**src/design/cpu_pkg.sv**
```systemverilog
// processor-side constants, redirect kinds, redirect and fetch output structs
package cpu_pkg;

   // data and address width
   localparam int word_w = 16;

   localparam logic [word_w-1:0] reset_pc = '0;

   // shown on fout.instr while no valid instruction is held
   localparam logic [word_w-1:0] nop_instr = 16'b0000_1000_0000_0000;

   // byte step between consecutive instruction words
   localparam logic [word_w-1:0] pc_step = 16'd2;

   typedef enum logic [1:0] {
      seq,
      branch,
      jump_rel,
      jump_reg
   } redirect_kind_t;

   // base is PC+2 of the branch, or the register value for jump_reg
   typedef struct packed {
      logic              valid;
      redirect_kind_t    kind;
      logic              taken;
      logic [word_w-1:0] base;
      logic [word_w-1:0] offset;
   } redirect_t;

   typedef struct packed {
      logic              valid;
      logic [word_w-1:0] instr;
      logic [word_w-1:0] pc_2;
   } fetch_out_t;

endpackage

```
**src/design/bus_pkg.sv**
```systemverilog
// Wishbone classic request and response structs, memory size constants
package bus_pkg;

   import cpu_pkg::*;

   // word count of the unified memory
   localparam int mem_words = 256;

   // word index width, taken from address bits above bit 0
   localparam int mem_aw = $clog2(mem_words);

   typedef struct packed {
      logic              cyc;
      logic              stb;
      logic              we;
      logic [word_w-1:0] adr;
      logic [word_w-1:0] dat;
   } wb_req_t;

   // err is raised instead of ack for odd byte addresses
   typedef struct packed {
      logic              ack;
      logic              err;
      logic [word_w-1:0] dat;
   } wb_rsp_t;

endpackage

```
**src/design/data_port.sv**
```systemverilog
// data port: load/store requests from the memory stage as Wishbone master cycles
`timescale 1ns/1ns
module data_port
   import cpu_pkg::*, bus_pkg::*;
(
   input  logic              clk,
   input  logic              rst,
   input  logic              dreq_valid,
   input  logic              dreq_we,
   input  logic [word_w-1:0] dreq_addr,
   input  logic [word_w-1:0] dreq_wdata,
   input  wb_rsp_t           bus_rsp,
   output wb_req_t           bus_req,
   output logic [word_w-1:0] drdata,
   output logic              ddone
);

   logic done_beat;

   // an err ends a data access the same way an ack does
   assign done_beat = bus_req.cyc & (bus_rsp.ack | bus_rsp.err);

   always_ff @(posedge clk) begin
      if (rst) begin
         bus_req.cyc <= 1'b0;
         bus_req.stb <= 1'b0;
         ddone       <= 1'b0;
      end else begin
         ddone <= done_beat;
         if (done_beat) begin
            bus_req.cyc <= 1'b0;
            bus_req.stb <= 1'b0;
         end else if (!bus_req.cyc && dreq_valid) begin
            // latch the request, anything arriving while busy is dropped
            bus_req.cyc <= 1'b1;
            bus_req.stb <= 1'b1;
            bus_req.we  <= dreq_we;
            bus_req.adr <= dreq_addr;
            bus_req.dat <= dreq_wdata;
         end
      end
   end

   // load data lines up with the ddone pulse
   always_ff @(posedge clk) begin
      if (done_beat) begin
         drdata <= bus_rsp.dat;
      end
   end

endmodule

```
**config.mk**
```make
export PLATFORM = sky130hd
export DESIGN_NAME = data_port
export DESIGN_NICKNAME = d
export VERILOG_FILES = /design/src/design/cpu_pkg.sv /design/src/design/bus_pkg.sv /design/src/design/data_port.sv
export SDC_FILE = /design/constraint.sdc
export NUM_CORES = 1
export LEC_CHECK = 0
export ABC_AREA = 1
export BUFFER_PORTS_ARGS = -buffer_cell sky130_fd_sc_hd__buf_2
export CORE_MARGIN = 4
export CORE_UTILIZATION = 43
export DETAILED_ROUTE_END_ITERATION = 10
export GPL_TIMING_DRIVEN = 0
export PLACE_DENSITY = 0.82
export SLEW_MARGIN = 20
export SYNTH_ARGS = -nofsm -noshare
export SYNTH_HDL_FRONTEND = slang
export SYNTH_SLANG_ARGS = --single-unit
```
**constraint.sdc**
```tcl
create_clock -name clk -period 6.46 [get_ports clk]
set_input_delay 1.292 -clock clk [delete_from_list [all_inputs] [get_ports clk]]
set_output_delay 1.292 -clock clk [all_outputs]
set_load 0.05 [all_outputs]
```
==> results.sh <==
export IMPL_cp_arrival_ns=1.04
export IMPL_postCtsResizedCells=0
export IMPL_yosysWarnings=0
export IMPL_ys_seq_area_share_pct=96.10
export IMPL_worst_pin_slew_ns=0.8132
export IMPL_fmax_ghz=0.4286
export IMPL_intPower_mw=0.5204
export IMPL_cts_tree="yes"
export IMPL_port_buffers=105
export IMPL_max_cap_violations=0
export IMPL_clkLatencyLatePin_ns=0.29
export IMPL_cts_sinks=51
export IMPL_drtIter0Drc=35
export IMPL_dpl_hpwl_um=2708
export IMPL_setup_tns_ns=0
export IMPL_cts_setup_buffers=0
export IMPL_p_leak_nw=0.9782
export IMPL_synth_cell_types=11
export IMPL_slowest_stage="dfxtp_1"
export IMPL_crit_chain="buf_4 > buf_2"
export IMPL_initial_utilization_pct=45.69
export IMPL_fill_cells=239
export IMPL_critPathMaxFanout=4
export IMPL_pwr_share_comb_pct=13.6
export IMPL_period_needed_ns=2.333
export IMPL_rr_startpoint="bus_req[33]$_SDFFE_PP0P_"
export IMPL_p_sw_mw=0.1706
export IMPL_yosysTopAreaCell="edfxtp_1"
export IMPL_syn_instance_count=61
export IMPL_drcViolationCount=0
export IMPL_viasPerCell=4.394
export IMPL_rsz0062_at_grt="no"
export IMPL_skew_ns=0.008019
export IMPL_die_h_um=68.48
export IMPL_fin_nets=228
export IMPL_status="finished, final reports clean"
export IMPL_slew_viol_final=0
export IMPL_hold_viol=0
export IMPL_clk_pin_slew_ns=0.08
export IMPL_ir_drop_mv=0.1490
export IMPL_syn_to_final_growth_pct=46.14
export IMPL_syn_nets=115
export IMPL_synthDominantCellAreaShare_pct=93.56
export IMPL_grt_max_degree=34
export IMPL_grt_use_total_pct=13.84
export IMPL_layout_commonest_cell="buf_2"
export IMPL_crit_start="bus_req[33]$_SDFFE_PP0P_"
export IMPL_coreArea_sq_um=3442
export IMPL_hp_start="bus_req[33]$_SDFFE_PP0P_"
export IMPL_ant_nets=0
export IMPL_hp_class="flip-flop to flip-flop"
export IMPL_seqPwrFrac_pct=55.5
export IMPL_firstDrtPassIters=4
export IMPL_layout_drive_gt1_share_pct=69.14
export IMPL_pwr_share_clk_pct=30.9
export IMPL_endpoint_kind="output port"
export IMPL_max_stage_delay_ns=0.38
export IMPL_wl_um=3302
export IMPL_crit_type="flip-flop to output port"
export IMPL_gr_total_overflow=0
export IMPL_grt_antenna_before_repair=0
export IMPL_syn_area_per_cell_sq_um=25.78
export IMPL_fin_crit_sh_pct=36.12
export IMPL_slew_headroom_pct=45.73
export IMPL_routabilityCongestion=0.7745
export IMPL_via_count=971
export IMPL_boundaryPins=106
export IMPL_ys_ff_latch=51
export IMPL_first_global_vias=975
export IMPL_start_kind="flip-flop"
export IMPL_pwr_density_cell_nw_per_um2=300.6
export IMPL_clockRootBuffer="clkbuf_8"
export IMPL_swShare_pct=24.70
export IMPL_dieArea_sq_um=4689
export IMPL_rows=21
export IMPL_antennaDiodeCount=0
export IMPL_h_tree_depth=2
export IMPL_die_x_um=68.48
export IMPL_grt_first_pass_wirelength_um=4381
export IMPL_most_common_layout_cells="105 x buf_2, 49 x edfxtp_1, 5 x clkbuf_8"
export IMPL_syn_cell_area_sq_um=1573
export IMPL_wl_per_cell_um=14.94
export IMPL_synth_area_leaders="edfxtp_1 94%, dfxtp_1 2.5%, nor2_2 0.80%"
export IMPL_holdBufCountCts=0
export IMPL_finalSetupViolations=0
export IMPL_cts_buffers=5
export IMPL_cts_buffer_depth=2
export IMPL_worst_ep_required_time_ns=5.17
export IMPL_final_util_pct=66.78
[layout make-up]
class / count / area, sq um / share of cell area, %
sequential: 51 / 1511 / 65.76
timing repair buffer: 106 / 545.5 / 23.73
clock buffer: 5 / 68.82 / 2.994
tap: 46 / 57.56 / 2.504
multi-input combinational: 7 / 53.80 / 2.341
clock inverter: 3 / 46.29 / 2.014
buffer: 1 / 7.507 / 0.3266
inverter: 2 / 7.507 / 0.3266
[critical path: cells and delay by family, from the launching register on]
kind / cells / cell delay (ns)
flip-flops: 1 / 0.38
buffers and inverters: 2 / 0.37
[through the flow]
step / setup slack, ns / area, sq um / power [mW] / instances / hold WS, ns
after CTS: 4.110 / 2298 / 0.7021 / 221 / 0.5175
after global placement: 2.897 / 2156 / 0.4818 / 212 / 0.4777
after floorplan: 3.295 / 1573 / 0.4523 / 61 / 0.7233
after detailed placement: 3.978 / 2183 / 0.4867 / 213 / 0.5035
final: 4.127 / 2298 / 0.6910 / 221 / 0.5204
after global routing: 4.085 / 2298 / 0.7216 / 221 / 0.5357
[final timing paths]
path                    endpoint  slack, ns  depth (start not counted)
max                  bus_req[34]       4.13                          2
max reg2reg  drdata[1]$_DFFE_PP_       4.99                          2
min reg2reg     ddone$_SDFF_PP0_       0.52                          2
min             ddone$_SDFF_PP0_       0.52                          2
[per-layer routing]
metal	vias to the layer above	GRT usage (%)	wire (um)
li1	458	-	-
met3	4	6.897	462
met1	438	11.89	1059
met2	71	26.10	1732
met4	0	5.955	47
met5	-	0	0
[kinds of logic (layout without fill, tap and decap cells)]
| group | Yosys count | count (layout) | synth area share, % |
|---|---|---|---|
| DFF | 51 | 51 | 96.10 |
| and+or+nand+nor | 6 | 6 | 2.625 |
| buffers and inverters | 3 | 117 | 0.9544 |
| AOI/OAI and AO/OA | 1 | 1 | 0.3179 |
[flip-flops by register name, indices dropped and copies added, names as in the netlist]
name and cells:
ddone 1, bus_req 34, drdata 16
[power groups by stage]
stage / Sequential (mW) / Combinational (mW) / Clock [mW]
2_1_floorplan: 0.442 / 0.0103 / 0
4_1_cts: 0.384 / 0.0951 / 0.223
5_1_grt: 0.385 / 0.0986 / 0.238
3_3_place_gp: 0.391 / 0.0906 / 0
6_report: 0.384 / 0.0939 / 0.213
3_5_place_dp: 0.392 / 0.0951 / 0
[synthesized netlist by cell type]
cell	instances
buf_4	1
dfxtp_1	2
edfxtp_1	49
inv_1	1
inv_2	1
nand2_1	1
nor2_1	1
nor2_2	2
nor2_4	1
nor3_2	1
o21ai_0	1
Note: power is estimated with default switching activity, not from simulation.
