$ cat src/design/cpu_pkg.sv
// processor-side constants, redirect kinds, redirect and fetch output structs
package cpu_pkg;

   // data and address width
   localparam int word_w = 16;

   localparam logic [word_w-1:0] reset_pc = '0;

   // shown on fout.instr while no valid instruction is held
   localparam logic [word_w-1:0] nop_instr = 16'b0000_1000_0000_0000;

   // byte step between consecutive instruction words
   localparam logic [word_w-1:0] pc_step = 16'd2;

   typedef enum logic [1:0] {
      seq,
      branch,
      jump_rel,
      jump_reg
   } redirect_kind_t;

   // base is PC+2 of the branch, or the register value for jump_reg
   typedef struct packed {
      logic              valid;
      redirect_kind_t    kind;
      logic              taken;
      logic [word_w-1:0] base;
      logic [word_w-1:0] offset;
   } redirect_t;

   typedef struct packed {
      logic              valid;
      logic [word_w-1:0] instr;
      logic [word_w-1:0] pc_2;
   } fetch_out_t;

endpackage

$ cat src/design/bus_pkg.sv
// Wishbone classic request and response structs, memory size constants
package bus_pkg;

   import cpu_pkg::*;

   // word count of the unified memory
   localparam int mem_words = 256;

   // word index width, taken from address bits above bit 0
   localparam int mem_aw = $clog2(mem_words);

   typedef struct packed {
      logic              cyc;
      logic              stb;
      logic              we;
      logic [word_w-1:0] adr;
      logic [word_w-1:0] dat;
   } wb_req_t;

   // err is raised instead of ack for odd byte addresses
   typedef struct packed {
      logic              ack;
      logic              err;
      logic [word_w-1:0] dat;
   } wb_rsp_t;

endpackage

$ cat src/design/fetch.sv
// fetch stage: program counter, next-address select, instruction read master, output register
`timescale 1ns/1ns
module fetch
   import cpu_pkg::*, bus_pkg::*;
(
   input  logic       clk,
   input  logic       rst,
   input  redirect_t  redirect,
   input  logic       hazard,
   input  logic       halt,
   input  wb_rsp_t    bus_rsp,
   output wb_req_t    bus_req,
   output fetch_out_t fout,
   output logic       align_err
);

   typedef enum logic [1:0] {
      st_idle,
      st_wait,
      st_hold
   } fetch_state_t;

   fetch_state_t      state;
   // address of the instruction in flight or held, next one to read when idle
   logic [word_w-1:0] pc;
   logic [word_w-1:0] pc_2;
   logic [word_w-1:0] base_tgt;
   logic [word_w-1:0] rel_tgt;
   logic [word_w-1:0] tgt_pc;
   logic              take;
   // outstanding read was overtaken by a redirect
   logic              drop;
   logic              cyc_q;
   logic [word_w-1:0] adr_q;
   fetch_out_t        fout_q;

   assign pc_2 = pc + pc_step;

   // branch and register jump both add the offset to the supplied base
   assign base_tgt = redirect.base + redirect.offset;
   // relative jump counts from the word after the current pc
   assign rel_tgt = pc_2 + redirect.offset;

   // not-taken branches fall through untouched
   assign take = redirect.valid & redirect.taken;

   always_comb begin
      case (redirect.kind)
         branch, jump_reg: tgt_pc = base_tgt;
         jump_rel:         tgt_pc = rel_tgt;
         default:          tgt_pc = pc_2;
      endcase
   end

   always_ff @(posedge clk) begin
      if (rst) begin
         state        <= st_idle;
         pc           <= reset_pc;
         cyc_q        <= 1'b0;
         drop         <= 1'b0;
         align_err    <= 1'b0;
         fout_q.valid <= 1'b0;
      end else begin
         case (state)
            st_idle: begin
               if (take) begin
                  pc <= tgt_pc;
               end
               // a halt freezes the pc here, an alignment error parks fetch for good
               if (!halt && !align_err) begin
                  cyc_q <= 1'b1;
                  adr_q <= take ? tgt_pc : pc;
                  state <= st_wait;
               end
            end
            st_wait: begin
               if (take) begin
                  pc <= tgt_pc;
               end
               drop <= drop | take;
               if (bus_rsp.err) begin
                  cyc_q     <= 1'b0;
                  drop      <= 1'b0;
                  align_err <= 1'b1;
                  state     <= st_idle;
               end else if (bus_rsp.ack) begin
                  cyc_q <= 1'b0;
                  drop  <= 1'b0;
                  // overtaken data is thrown away, idle restarts from the new pc
                  if (drop || take) begin
                     state <= st_idle;
                  end else begin
                     fout_q.valid <= 1'b1;
                     fout_q.instr <= bus_rsp.dat;
                     fout_q.pc_2  <= pc_2;
                     state        <= st_hold;
                  end
               end
            end
            st_hold: begin
               // redirect flushes the held word, otherwise wait for consumption
               if (take || !hazard) begin
                  fout_q.valid <= 1'b0;
                  pc           <= take ? tgt_pc : pc_2;
                  if (!halt) begin
                     cyc_q <= 1'b1;
                     adr_q <= take ? tgt_pc : pc_2;
                     state <= st_wait;
                  end else begin
                     state <= st_idle;
                  end
               end
            end
            default: state <= st_idle;
         endcase
      end
   end

   // instruction reads only
   assign bus_req = '{cyc: cyc_q, stb: cyc_q, we: 1'b0, adr: adr_q, dat: '0};

   assign fout = '{valid: fout_q.valid,
                   instr: fout_q.valid ? fout_q.instr : nop_instr,
                   pc_2:  fout_q.pc_2};

endmodule

$ cat config.mk
export PLATFORM = sky130hd
export DESIGN_NAME = fetch
export DESIGN_NICKNAME = d
export VERILOG_FILES = /design/src/design/cpu_pkg.sv /design/src/design/bus_pkg.sv /design/src/design/fetch.sv
export SDC_FILE = /design/constraint.sdc
export NUM_CORES = 1
export LEC_CHECK = 0
export BUFFER_PORTS_ARGS = -buffer_cell sky130_fd_sc_hd__buf_2
export CAP_MARGIN = 10
export CORE_MARGIN = 10
export CORE_UTILIZATION = 48
export DETAILED_ROUTE_END_ITERATION = 6
export GPL_ROUTABILITY_DRIVEN = 0
export HOLD_SLACK_MARGIN = 0.15
export PLACE_DENSITY = 0.78
export SLEW_MARGIN = 20
export SYNTH_ARGS = -nofsm -noshare
export SYNTH_HDL_FRONTEND = slang
export SYNTH_SLANG_ARGS = --single-unit
$ cat constraint.sdc
create_clock -name clk -period 4.1 [get_ports clk]
set_input_delay 0.82 -clock clk [delete_from_list [all_inputs] [get_ports clk]]
set_output_delay 0.82 -clock clk [all_outputs]
set_load 0.02 [all_outputs]
==> impl_metrics.json <==
{
  "layout-area-overhead-vs-synth_pct": 14.0,
  "ys_ff_latch": 70,
  "cap_viol_max_count": 0,
  "synth_mux_area_frac": 0.0635,
  "start_util": 0.487,
  "vias": 3656,
  "skew_ns": 0.00560,
  "finalCoreUtilization": 0.555,
  "drc": 0,
  "worstMarginPinSlew_ns": 0.788,
  "critPathSlowestCell": "dfxtp_1",
  "tritoncts": "yes",
  "portBuffers": 109,
  "synth_edf_count": 48,
  "grt_pass1_wl_mm": 18.1,
  "setup_violations": 0,
  "yosysSeqAreaShare": 0.424,
  "cp-start-kind": "flop",
  "routed_wl_mm": 11.9,
  "holdWs_ns": 0.501,
  "num_antenna_cells": 0,
  "synth_flop_cell": "edfxtp_1",
  "worstHoldPathCells": 2,
  "critical_path_class": "reg2reg",
  "hpwl_mm": 9.14,
  "ant_nets": 0,
  "synth_top_family_by_area": "simple AND/OR/NAND/NOR gates",
  "p_leak_nw": 2.18,
  "finalHoldViolations": 0,
  "power.density_mw_per_mm2": 338,
  "root_buffer": "clkbuf_8",
  "grt_max_degree": 25,
  "final_nets": 622,
  "seqPwrFrac": 0.483,
  "irDropWorstVdd_v": 0.000148,
  "cp-end-kind": "flop",
  "reg2reg_depth": 13,
  "async_reset_ff_frac": 0,
  "drive_gt1_frac": 0.290,
  "p_clk_frac": 0.290,
  "ff_latch_area_sq_mm": 0.00188,
  "synth-compound-area-share": 0.116,
  "crit_required_ns": 4.18,
  "route.top_layer_used": "met4",
  "outcome": "finished clean",
  "crit_chain": "ha_1, nand4_1, or3_2, xnor2_1, mux2_2, ha_1, a31oi_1, or3b_2, a41o_1, a31oi_1, xnor2_1, nand2_1, o21ai_0",
  "grt_remaining_overflow": 0,
  "wl_met1_mm": 4.84,
  "met2RoutedLength_mm": 5.70,
  "p_int_mw": 1.18,
  "yosys.area_share.xor_xnor": 0.0770,
  "nFillCells": 816,
  "combPwrFrac": 0.227,
  "rows": 35,
  "critPathBufInv": 0,
  "slew_violations": 0,
  "die_h_microns": 116,
  "clk_pin_slew_worst_paths_ns": 0.07,
  "yosys_warnings": 0,
  "dieArea_sq_mm": 0.0135,
  "synthSimpleGateAreaFrac": 0.172,
  "cp.arrival_ns": 3.95,
  "cp_num_cells": 13,
  "antenna_found_initial": 0,
  "viasPerCell": 5.55,
  "fin_crit_ns": 3.88,
  "first_pass_iters": 5,
  "clk_latency_ns": 0.35,
  "min_path_type": "reg2reg",
  "max_freq_mhz": 258,
  "met3_wirelength_mm": 1.12,
  "period_share": 0.946,
  "crit_fanout": 8,
  "slowest_delay_ns": 0.49,
  "maxSlewHeadroom": 0.474,
  "avgRoutedWirePerCell_microns": 18.1,
  "fp.dieW_microns": 116,
  "synth_fa_ha_area_frac": 0.0609,
  "syn-cell-area_sq_mm": 0.00444,
  "ys_types": 57,
  "io-pin-count": 127,
  "syn_inst": 456,
  "p_sw_frac": 0.310,
  "rsz0062_at_grt": "no",
  "ctsHoldBuffers": 0,
  "p_switching_uw": 529,
  "core-area_sq_mm": 0.00911,
  "syn_area_per_cell_sq_um": 9.73,
  "grt_usage": 0.172,
  "first_iter_violations": 206,
  "multiInputGateArea_sq_mm": 0.00224,
  "cts.sinks": 70,
  "cp_top_family": "simple AND/OR/NAND/NOR gates",
  "clockBufferDepth": 2,
  "cts_buffers": 9,
  "h-tree-depth": 3,
  "grt_pass1_vias": 3651,
  "setup_tns_ns": 0
}
cell families (layout without fill, tap and decap cells):
group | after synthesis | in the layout
AOI/OAI and AO/OA | 82 | 82
other | 1 | 17
DFF | 70 | 70
muxes | 26 | 26
xor gates and xnor gates | 39 | 39
buffers and inverters | 64 | 140
and+or+nand+nor | 153 | 153
adders and majority gates | 21 | 21
per-stage QoR:
step | instance area [sq um] | worst slack [ns] | power, mW | instances
after detailed placement | 4890 | 0.161 | 1.22 | 643
after global placement | 4890 | 0.252 | 1.21 | 643
after global routing | 5060 | 0.0746 | 1.79 | 659
after floorplan | 4500 | 0.0542 | 1.12 | 472
after CTS | 5050 | 0.155 | 1.71 | 659
final | 5060 | 0.223 | 1.71 | 659
Yosys cell counts (all sizes together) (7+ instances only):
cell type	n	area [sq um]
and2	17	106
nor3	9	45.0
a21oi	28	140
nand2	54	203
inv	7	26.3
mux2	17	191
nand3	8	40.0
dfxtp	22	440
ha	20	250
nor2	38	143
o21ai	21	105
edfxtp	48	1440
buf	41	294
mux2i	9	90.1
xnor2	19	166
clkbuf	16	62.6
xor2	20	175
layout make-up:
class / count / area share
multi-input combinational: 338 / 0.442
tap: 111 / 0.0275
timing repair buffer: 117 / 0.120
clock inverter: 4 / 0.00445
inverter: 7 / 0.00519
clock buffer: 12 / 0.0287
sequential: 70 / 0.372
flip-flops by register name (all words and copies together), names as in the netlist:
signal	count
fout	17
cyc_q	1
state	2
fout_q	16
pc	16
drop	1
align_err	1
adr_q	16
routing by layer:
metal  vias up  global-route usage
met5         -                   0
met2       191               0.303
met1      1708               0.193
met3        30              0.0555
li1       1727                   -
met4         0              0.0567
timing repair:
action / in CTS / in global routing
endpoints found under the setup margin: 0 / 1
hold endpoints to repair: 0 / 0
gates resized for setup: 0 / 1
buffers inserted: 0 / 0
worst reg2reg max path, stage by stage, from the launching register on:
cell	delay [ns]
dfxtp_1	0.49
ha_1	0.26
nand4_1	0.17
or3_2	0.48
xnor2_1	0.21
mux2_2	0.30
ha_1	0.37
a31oi_1	0.20
or3b_2	0.46
a41o_1	0.22
a31oi_1	0.20
xnor2_1	0.11
nand2_1	0.06
o21ai_0	0.08
power groups by stage:
stage	combinational, mW	sequential, mW	clock, mW
after CTS	0.382	0.825	0.501
final	0.388	0.826	0.496
after floorplan	0.283	0.836	0
after global routing	0.424	0.829	0.537
after detailed placement	0.377	0.840	0
after global placement	0.368	0.839	0
worst paths after layout:
check / startpoint / to / slack, ns
worst min-delay path: cyc_q / cyc_q / 0.50
worst max register to register: pc[1] / adr_q[14] / 0.22
worst max-delay path: pc[1] / adr_q[14] / 0.22
worst min register to register: cyc_q / cyc_q / 0.50
cell usage in the layout (no fill, tap or decap), types with 9 or more instances in the layout:
cell,n
buf_2,109
nand2_1,54
edfxtp_1,48
nor2_1,37
a21oi_1,28
dfxtp_1,22
xor2_1,20
ha_1,20
xnor2_1,19
o21ai_0,18
mux2_2,17
conb_1,17
and2_1,16
clkbuf_8,10
nor3_1,9
mux2i_1,9
(Power assumes the default switching activity.)
