File: config.mk
export PLATFORM = sky130hd
export DESIGN_NAME = mem_arbiter
export DESIGN_NICKNAME = d
export VERILOG_FILES = /design/src/design/cpu_pkg.sv /design/src/design/bus_pkg.sv /design/src/design/mem_arbiter.sv
export SDC_FILE = /design/constraint.sdc
export NUM_CORES = 1
export LEC_CHECK = 0
export BUFFER_PORTS_ARGS = -buffer_cell sky130_fd_sc_hd__buf_2
export CAP_MARGIN = 40
export CORE_AREA = 2 2 62 64
export CTS_CLUSTER_DIAMETER = 100
export CTS_CLUSTER_SIZE = 25
export DETAILED_ROUTE_END_ITERATION = 10
export DIE_AREA = 0 0 64 66
export PLACE_DENSITY = 0.87
export SKIP_LAST_GASP = 1
export SLEW_MARGIN = 15
export SYNTH_ARGS = -nofsm -noshare
export SYNTH_HDL_FRONTEND = slang
export SYNTH_SLANG_ARGS = --single-unit
File: constraint.sdc
create_clock -name clk -period 1 [get_ports clk]
set_clock_uncertainty 0.15 [all_clocks]
set_input_delay 0.05 -clock clk [delete_from_list [all_inputs] [get_ports clk]]
set_output_delay 0.05 -clock clk [all_outputs]
set_load 0.01 [all_outputs]
File: src/design/cpu_pkg.sv
// processor-side constants, redirect kinds, redirect and fetch output structs
package cpu_pkg;

   // data and address width
   localparam int word_w = 16;

   localparam logic [word_w-1:0] reset_pc = '0;

   // shown on fout.instr while no valid instruction is held
   localparam logic [word_w-1:0] nop_instr = 16'b0000_1000_0000_0000;

   // byte step between consecutive instruction words
   localparam logic [word_w-1:0] pc_step = 16'd2;

   typedef enum logic [1:0] {
      seq,
      branch,
      jump_rel,
      jump_reg
   } redirect_kind_t;

   // base is PC+2 of the branch, or the register value for jump_reg
   typedef struct packed {
      logic              valid;
      redirect_kind_t    kind;
      logic              taken;
      logic [word_w-1:0] base;
      logic [word_w-1:0] offset;
   } redirect_t;

   typedef struct packed {
      logic              valid;
      logic [word_w-1:0] instr;
      logic [word_w-1:0] pc_2;
   } fetch_out_t;

endpackage

File: src/design/bus_pkg.sv
// Wishbone classic request and response structs, memory size constants
package bus_pkg;

   import cpu_pkg::*;

   // word count of the unified memory
   localparam int mem_words = 256;

   // word index width, taken from address bits above bit 0
   localparam int mem_aw = $clog2(mem_words);

   typedef struct packed {
      logic              cyc;
      logic              stb;
      logic              we;
      logic [word_w-1:0] adr;
      logic [word_w-1:0] dat;
   } wb_req_t;

   // err is raised instead of ack for odd byte addresses
   typedef struct packed {
      logic              ack;
      logic              err;
      logic [word_w-1:0] dat;
   } wb_rsp_t;

endpackage

File: src/design/mem_arbiter.sv
// two-master Wishbone classic arbiter, data port first, grant locked per cycle
`timescale 1ns/1ns
module mem_arbiter
   import bus_pkg::*;
(
   input  logic    clk,
   input  logic    rst,
   input  wb_req_t m_fetch_req,
   input  wb_req_t m_data_req,
   input  wb_rsp_t s_rsp,
   output wb_req_t s_req,
   output wb_rsp_t m_fetch_rsp,
   output wb_rsp_t m_data_rsp
);

   logic gnt_fetch;
   logic gnt_data;
   logic bus_free;

   // owner lets go once it drops cyc
   assign bus_free = ~((gnt_fetch & m_fetch_req.cyc) | (gnt_data & m_data_req.cyc));

   always_ff @(posedge clk) begin
      if (rst) begin
         gnt_fetch <= 1'b0;
         gnt_data  <= 1'b0;
      end else if (bus_free) begin
         gnt_data  <= m_data_req.cyc;
         gnt_fetch <= m_fetch_req.cyc & ~m_data_req.cyc;
      end
   end

   always_comb begin
      if (gnt_data) begin
         s_req = m_data_req;
      end else if (gnt_fetch) begin
         s_req = m_fetch_req;
      end else begin
         s_req = '0;
      end
   end

   // read data goes to both, handshake only to the owner
   always_comb begin
      m_fetch_rsp     = s_rsp;
      m_fetch_rsp.ack = s_rsp.ack & gnt_fetch;
      m_fetch_rsp.err = s_rsp.err & gnt_fetch;
      m_data_rsp      = s_rsp;
      m_data_rsp.ack  = s_rsp.ack & gnt_data;
      m_data_rsp.err  = s_rsp.err & gnt_data;
   end

endmodule

==> qor.yml, run 1 <==
result_of_the_run: "complete, but fails checks"
failed_checks: "hold timing, setup timing"
core_area_sq_mm: 0.003551
max-vdd-ir-drop_v: 0.0004815
viasPerCell: 4.580
final_std_cells_w_o_fill: 243
critical_path.endpoint: "s_req[20]"
clock_transition_at_the_registers_of_the_reported_paths_ns: 0.03
wl_per_cell_microns: 13.95
place_worst_setup_slack_ns: -0.5050
syn-num-nets: 180
routed_wirelength_mm: 3.389
clock-sinks: 2
cp.arrival_ns: 1.18
grt.total_usage_pct: 13.14
synthDistinctLibCells: 17
final-max-slew-violation-count: 0
ys_top_cells_by_area: "sky130_fd_sc_hd__a22o_1, sky130_fd_sc_hd__buf_4, sky130_fd_sc_hd__buf_12"
post_synthesis_average_cell_area_sq_um: 8.383
reg2reg_from: "gnt_fetch"
r2r_setup_slack_ns: -0.21
placement_rows: 22
cts_tree: "done"
tightestPinTransition_ns: 0.2920
max_root_sink_buffers: 2
mappedNetlistArea_sq_um: 754.5
total_number_of_h_tree_levels: 1
synth_top_area_cell: "sky130_fd_sc_hd__a22o_1"
hpwl_mm: 2.167
final_util_pct: 40.38
root_buffer: "sky130_fd_sc_hd__clkbuf_4"
power_density_mw_per_mm2: 645.5
grt_overflow: 0
fmax_mhz: 727.1
synth_seq_area_share_pct: 5.307
antenna_found_initial: 1
slew-limit-headroom_pct: 80.47
first_global_vias: 977
worstPathRequired_ns: 0.80
synthesis.instances: 90
final_min_period_over_clock_period_pct: 137.5
cts-buffers-inserted: 3
r2r_end: "gnt_fetch"
cp-startpoint: "gnt_data"
grt_setup_unrepaired: "yes"
floorplan.initialDensity_pct: 21.25
drv_cap: 0
final_hold_vios: 2
clk-insertion-delay-late_ns: 0.23
start_kind: "register"
finalWeightedCongestion: 0.6877
worstSetupPathType: "register to output pin"
dieHeight_microns: 66
drc_errors_left: 0
yosysWarnings: 0
postSynthRegisterBits: 2
post-place-cells: 212
grt_max_degree: 41
io_pins: 161
num-nets-final: 286
finalSetupViolations: 41
power.static_leakage_nw: 0.8233
drt_pre_antenna_iters: 4
final.setup.worst_slack_ns: -0.3754
buffer_ports.inserted: 112
layout-drive-gt1-share_pct: 69.59
die-width_microns: 64
timing.reg2reg.worst_path_depth: 5
grt_pass1_wl_mm: 4.326
first_iter_violations: 11
area_growth_syn_to_layout_pct: 90.05
worstPathMaxFanout: 8
timing.hold.worst.class: "input pin to register"
vias: 1113
worstSetupEndpointType: "output pin"
yosysTopAreaCellShare_pct: 39.47
drt_antenna_net_count: 0
hold-worst-slack_ns: -0.001625
timing.final.crit_period_ns: 1.375
fp.dieArea_sq_mm: 0.004224
## power by group
group          leakage, nW  internal, mW  switching, mW
Sequential          0.0178        0.0837         0.0100
Clock               0.0138         0.133         0.0507
Combinational        0.792         0.358          0.291
Total                0.823         0.574          0.351
## final cells by class
type	instances	area [sq um]
Multi-Input combinational cell	49	415.4
Antenna cell	1	2.502
Fill cell	357	2117
Timing Repair Buffer	140	885.9
Tap cell	48	60.06
Sequential cell	2	47.55
Clock buffer	3	22.52
## synth_stat cells
| master | number |
|---|---|
| sky130_fd_sc_hd__and2b_2 | 1 |
| sky130_fd_sc_hd__nor3_1 | 1 |
| sky130_fd_sc_hd__and2_2 | 2 |
| sky130_fd_sc_hd__buf_6 | 1 |
| sky130_fd_sc_hd__buf_4 | 32 |
| sky130_fd_sc_hd__nand3_1 | 1 |
| sky130_fd_sc_hd__nand2_1 | 2 |
| sky130_fd_sc_hd__buf_12 | 3 |
| sky130_fd_sc_hd__a21oi_1 | 2 |
| sky130_fd_sc_hd__and2_1 | 2 |
| sky130_fd_sc_hd__a21bo_2 | 1 |
| sky130_fd_sc_hd__o21ai_1 | 1 |
| sky130_fd_sc_hd__a22o_1 | 34 |
| sky130_fd_sc_hd__clkbuf_1 | 2 |
| sky130_fd_sc_hd__dfxtp_1 | 2 |
| sky130_fd_sc_hd__buf_2 | 2 |
| sky130_fd_sc_hd__nor2b_2 | 1 |
## worst min-delay path by stage
stage / startpoint / end / slack, ns / cells past startpoint
floorplan: rst / gnt_data / -0.03 / 1
global placement: s_rsp[9] / m_fetch_rsp[9] / -0.05 / 0
detailed placement: s_rsp[9] / m_fetch_rsp[9] / -0.05 / 0
CTS: m_data_req[34] / gnt_fetch / -0.009 / 3
global route: m_data_req[34] / gnt_fetch / 0.02 / 3
finish: m_data_req[34] / gnt_fetch / -0.002 / 3
## sequential cells by signal, indices dropped and copies added, names as in the netlist
signal,count
gnt_data,1
gnt_fetch,1
## per-layer routing
metal / routed length, microns / global-route usage [%] / share of wire (%) / up-vias
met3: 326 / 3.578 / 9.6 / 5
li1: - / - / - / 517
met2: 1797 / 26.82 / 53 / 83
met5: 0 / 0 / 0 / -
met4: 29 / 3.804 / 0.86 / 0
met1: 1236 / 12.61 / 36 / 508
## per-stage QoR
step                      area (sq um)  setup TNS (ns)  total power, mW
final                             1434          -13.55           0.9256
after global routing              1434          -15.29           0.9866
after CTS                         1361          -13.00           0.8896
after global placement            1067          -16.57           0.5475
after detailed placement          1067          -17.54           0.5559
after floorplan                  760.7          -3.368           0.4635
## cell usage in the layout, fill, tap and decap left out, types with 3 or more instances in the layout
cell type,instances
sky130_fd_sc_hd__buf_2,110
sky130_fd_sc_hd__dlygate4sd3_1,18
sky130_fd_sc_hd__a22o_1,34
sky130_fd_sc_hd__clkbuf_4,3
sky130_fd_sc_hd__buf_6,6
sky130_fd_sc_hd__buf_4,3
## critical path, stage by stage, from the launching register on
cell	delay, ns
sky130_fd_sc_hd__dfxtp_4	0.37
sky130_fd_sc_hd__nor2b_4	0.16
sky130_fd_sc_hd__buf_6	0.15
sky130_fd_sc_hd__a22o_1	0.13
sky130_fd_sc_hd__buf_2	0.13
## cell families after synthesis
logic type      share of synthesized area [%]
flops                                   5.307
buf+inv                                 43.62
simple gates                            8.291
compound gates                          42.79
## repair_timing
item                                    CTS  global route
gates cloned                              1             1
endpoints found under the setup margin   41            41
gates resized for setup                   9             8
setup buffers                             5             2
hold endpoints to repair                 34             0
pin swaps                                 4             1
hold buffers                             18             0
No activity file was read; power rests on OpenSTA's default activity.
==> inputs of run 2 (changes only) <==
- GPL_TIMING_DRIVEN: default -> 0
==> run 2 against run 1 <==
The run ends with setup timing left. Die area did not move. Sequential share of layout area down 0.55 points. Final area up 20%. Critical path type unchanged. Largest cell class unchanged.
==> qor.yml, run 2 (same netlist as run 1, synthesis figures left out) <==
first_iter_violations: 14  # was 11
layout.cells.most_common_list: "sky130_fd_sc_hd__buf_2, sky130_fd_sc_hd__a22o_1, sky130_fd_sc_hd__buf_4"  # was sky130_fd_sc_hd__buf_2, sky130_fd_sc_hd__a22o_1, sky130_fd_sc_hd__dlygate4sd3_1
critical-path-top-delay-family: "buffers and inverters"  # was flip-flops
grt_setup_unrepaired: "yes"  # unchanged
grt_max_degree: 11  # was 41
io_pins: 161  # unchanged
failed_checks: "setup timing"  # was hold timing, setup timing
grt_pass1_wl_mm: 4.623  # was 4.326 mm
hpwl_mm: 2.788  # was 2.167 mm
area_growth_syn_to_layout_pct: 127.7  # was 90.05%
wl_per_cell_microns: 11.73  # was 13.95 microns
worstPathCellList: "nor2b_4 > buf_12 > buf_12 > a22o_1 > buf_2"  # was nor2b_4 > buf_6 > a22o_1 > buf_2
routed_wirelength_mm: 3.437  # was 3.389 mm
slew-limit-headroom_pct: 85.89  # was 80.47%
final_min_period_over_clock_period_pct: 146.9  # was 137.5%
viasPerCell: 4.375  # was 4.580
final.setup.worst_slack_ns: -0.4692  # was -0.3754 ns
final_hold_vios: 0  # was 2
fin_area_sq_mm: 0.001718  # was 0.001434 sq mm
dpl_cell_area_sq_mm: 0.001541  # was 0.001067 sq mm
clock_transition_at_the_registers_of_the_reported_paths_ns: 0.03  # about the same
use_met3_pct: 4.600  # was 3.578%
cp_num_buf_inv: 3  # was 2
dieHeight_microns: 66  # unchanged
tightestPinTransition_ns: 0.2116  # was 0.2920 ns
fmax_mhz: 680.6  # was 727.1 MHz
top_regs: "gnt_data: 1 flops, gnt_fetch: 1 flops"  # unchanged
max-vdd-ir-drop_v: 0.0006111  # was 0.0004815 V
drc_errors_left: 0  # unchanged
floorplan.initialDensity_pct: 21.25  # unchanged
holdCritStartpoint: "m_data_req[34]"  # unchanged
drt_antenna_net_count: 0  # unchanged
power_density_mw_per_mm2: 603.6  # was 645.5 mW/mm^2
power.static_leakage_nw: 1.053  # was 0.8233 nW
finalSetupViolations: 41  # unchanged
start_kind: "register"  # unchanged
max_root_sink_buffers: 2  # unchanged
antenna_cells: 0  # was 1
final_util_pct: 48.38  # was 40.38%
global_route.usage.met2_pct: 28.91  # was 26.82%
busiest_layer: "met2"  # unchanged
cp-startpoint: "gnt_fetch"  # was gnt_data
root_buffer: "sky130_fd_sc_hd__clkbuf_4"  # unchanged
clock-sinks: 2  # unchanged
worstSetupPathType: "register to output pin"  # unchanged
worst_path_largest_cell_delay_ns: 0.33  # was 0.37 ns
core_area_sq_mm: 0.003551  # unchanged
cts_tree: "done"  # unchanged
die-width_microns: 64  # unchanged
drv_cap: 0  # unchanged
grt.total_usage_pct: 13.50  # was 13.14%
timing.hold.worst.class: "input pin to register"  # unchanged
cts-buffers-inserted: 3  # unchanged
antenna_found_initial: 0  # was 1
hold-worst-slack_ns: 0.04002  # was -0.001625 ns
timing.critical_path.mode_cell: "sky130_fd_sc_hd__buf_12"
timing.final.crit_period_ns: 1.469  # was 1.375 ns
layout-drive-gt1-share_pct: 82.04  # was 69.59%
result_of_the_run: "complete, but fails checks"  # unchanged
worstSetupEndpointType: "output pin"  # unchanged
first_global_vias: 1101  # was 977
num-nets-final: 337  # was 286
standard_cell_with_the_maximum_stage_delay_on_the_critical_path: "sky130_fd_sc_hd__dfxtp_4"  # unchanged
fp.dieArea_sq_mm: 0.004224  # unchanged
vias: 1282  # was 1113
final-max-slew-violation-count: 0  # unchanged
buffer_ports.inserted: 144  # was 112
reg2reg_from: "gnt_fetch"  # unchanged
worstPathMaxFanout: 10  # was 8
total_number_of_h_tree_levels: 1  # unchanged
clk-insertion-delay-late_ns: 0.23  # about the same
worstPathRequired_ns: 0.80  # about the same
drt_pre_antenna_iters: 4  # unchanged
grt_use_met1_pct: 11.90  # was 12.61%
placement_rows: 22  # unchanged
cp.arrival_ns: 1.27  # was 1.18 ns
grt_overflow: 0  # unchanged
finalWeightedCongestion: 0.7034  # was 0.6877
mostFrequentLayoutCell: "sky130_fd_sc_hd__buf_2"  # unchanged
-- run 2: path summary, 6_finish.rpt --
path / endpoint / slack (ns) / cells after the start
setup reg to reg: gnt_fetch / -0.19 / 5
hold reg to reg: gnt_data / 0.54 / 3
setup / recovery: s_req[8] / -0.47 / 5
hold / removal: gnt_data / 0.04 / 3
-- run 2: metal layers --
layer | routed length, microns | vias to the layer above
li1 | - | 616
met5 | 0 | -
met1 | 1074 | 576
met4 | 42 | 0
met3 | 428 | 5
met2 | 1891 | 85
-- run 2: power breakdown --
group	internal (mW)	leakage (nW)	switching (mW)	total, mW
Combinational	0.456	1.02	0.303	0.759
Sequential	0.0835	0.0178	0.00636	0.0899
Clock	0.133	0.0138	0.0550	0.188
Total	0.672	1.05	0.365	1.04
-- run 2: area by class of cell --
cell class,count,area [sq um]
fillers,349,1833
repair buffers,153,857.1
multi-input cells,48,401.6
plain buffers,39,329.1
well taps,48,60.06
flip-flops and latches,2,47.55
clock buffers,3,22.52
-- run 2: repair_timing --
item / 4_1_cts / 5_1_grt
gates resized for setup: 9 / 12
endpoints found under the hold margin: 2 / 0
setup endpoints to repair: 41 / 41
setup buffers: 3 / 3
pin swaps: 0 / 4
hold buffers: 3 / 0
-- run 2: per-stage QoR --
step | instances | setup slack [ns] | power (mW) | TNS (ns)
6_report | 293 | -0.4692 | 1.037 | -16.85
4_1_cts | 290 | -0.4738 | 1.003 | -16.15
5_1_grt | 293 | -0.5174 | 1.115 | -18.64
3_5_place_dp | 282 | -0.3741 | 0.7879 | -11.31
3_3_place_gp | 282 | -0.3746 | 0.7765 | -11.29
2_1_floorplan | 90 | -0.1228 | 0.4635 | -3.368
-- run 2: worst min-delay path, cell delays in order --
cell	delay, ns
sky130_fd_sc_hd__buf_2	0.11
sky130_fd_sc_hd__a21bo_2	0.18
sky130_fd_sc_hd__a21oi_2	0.04
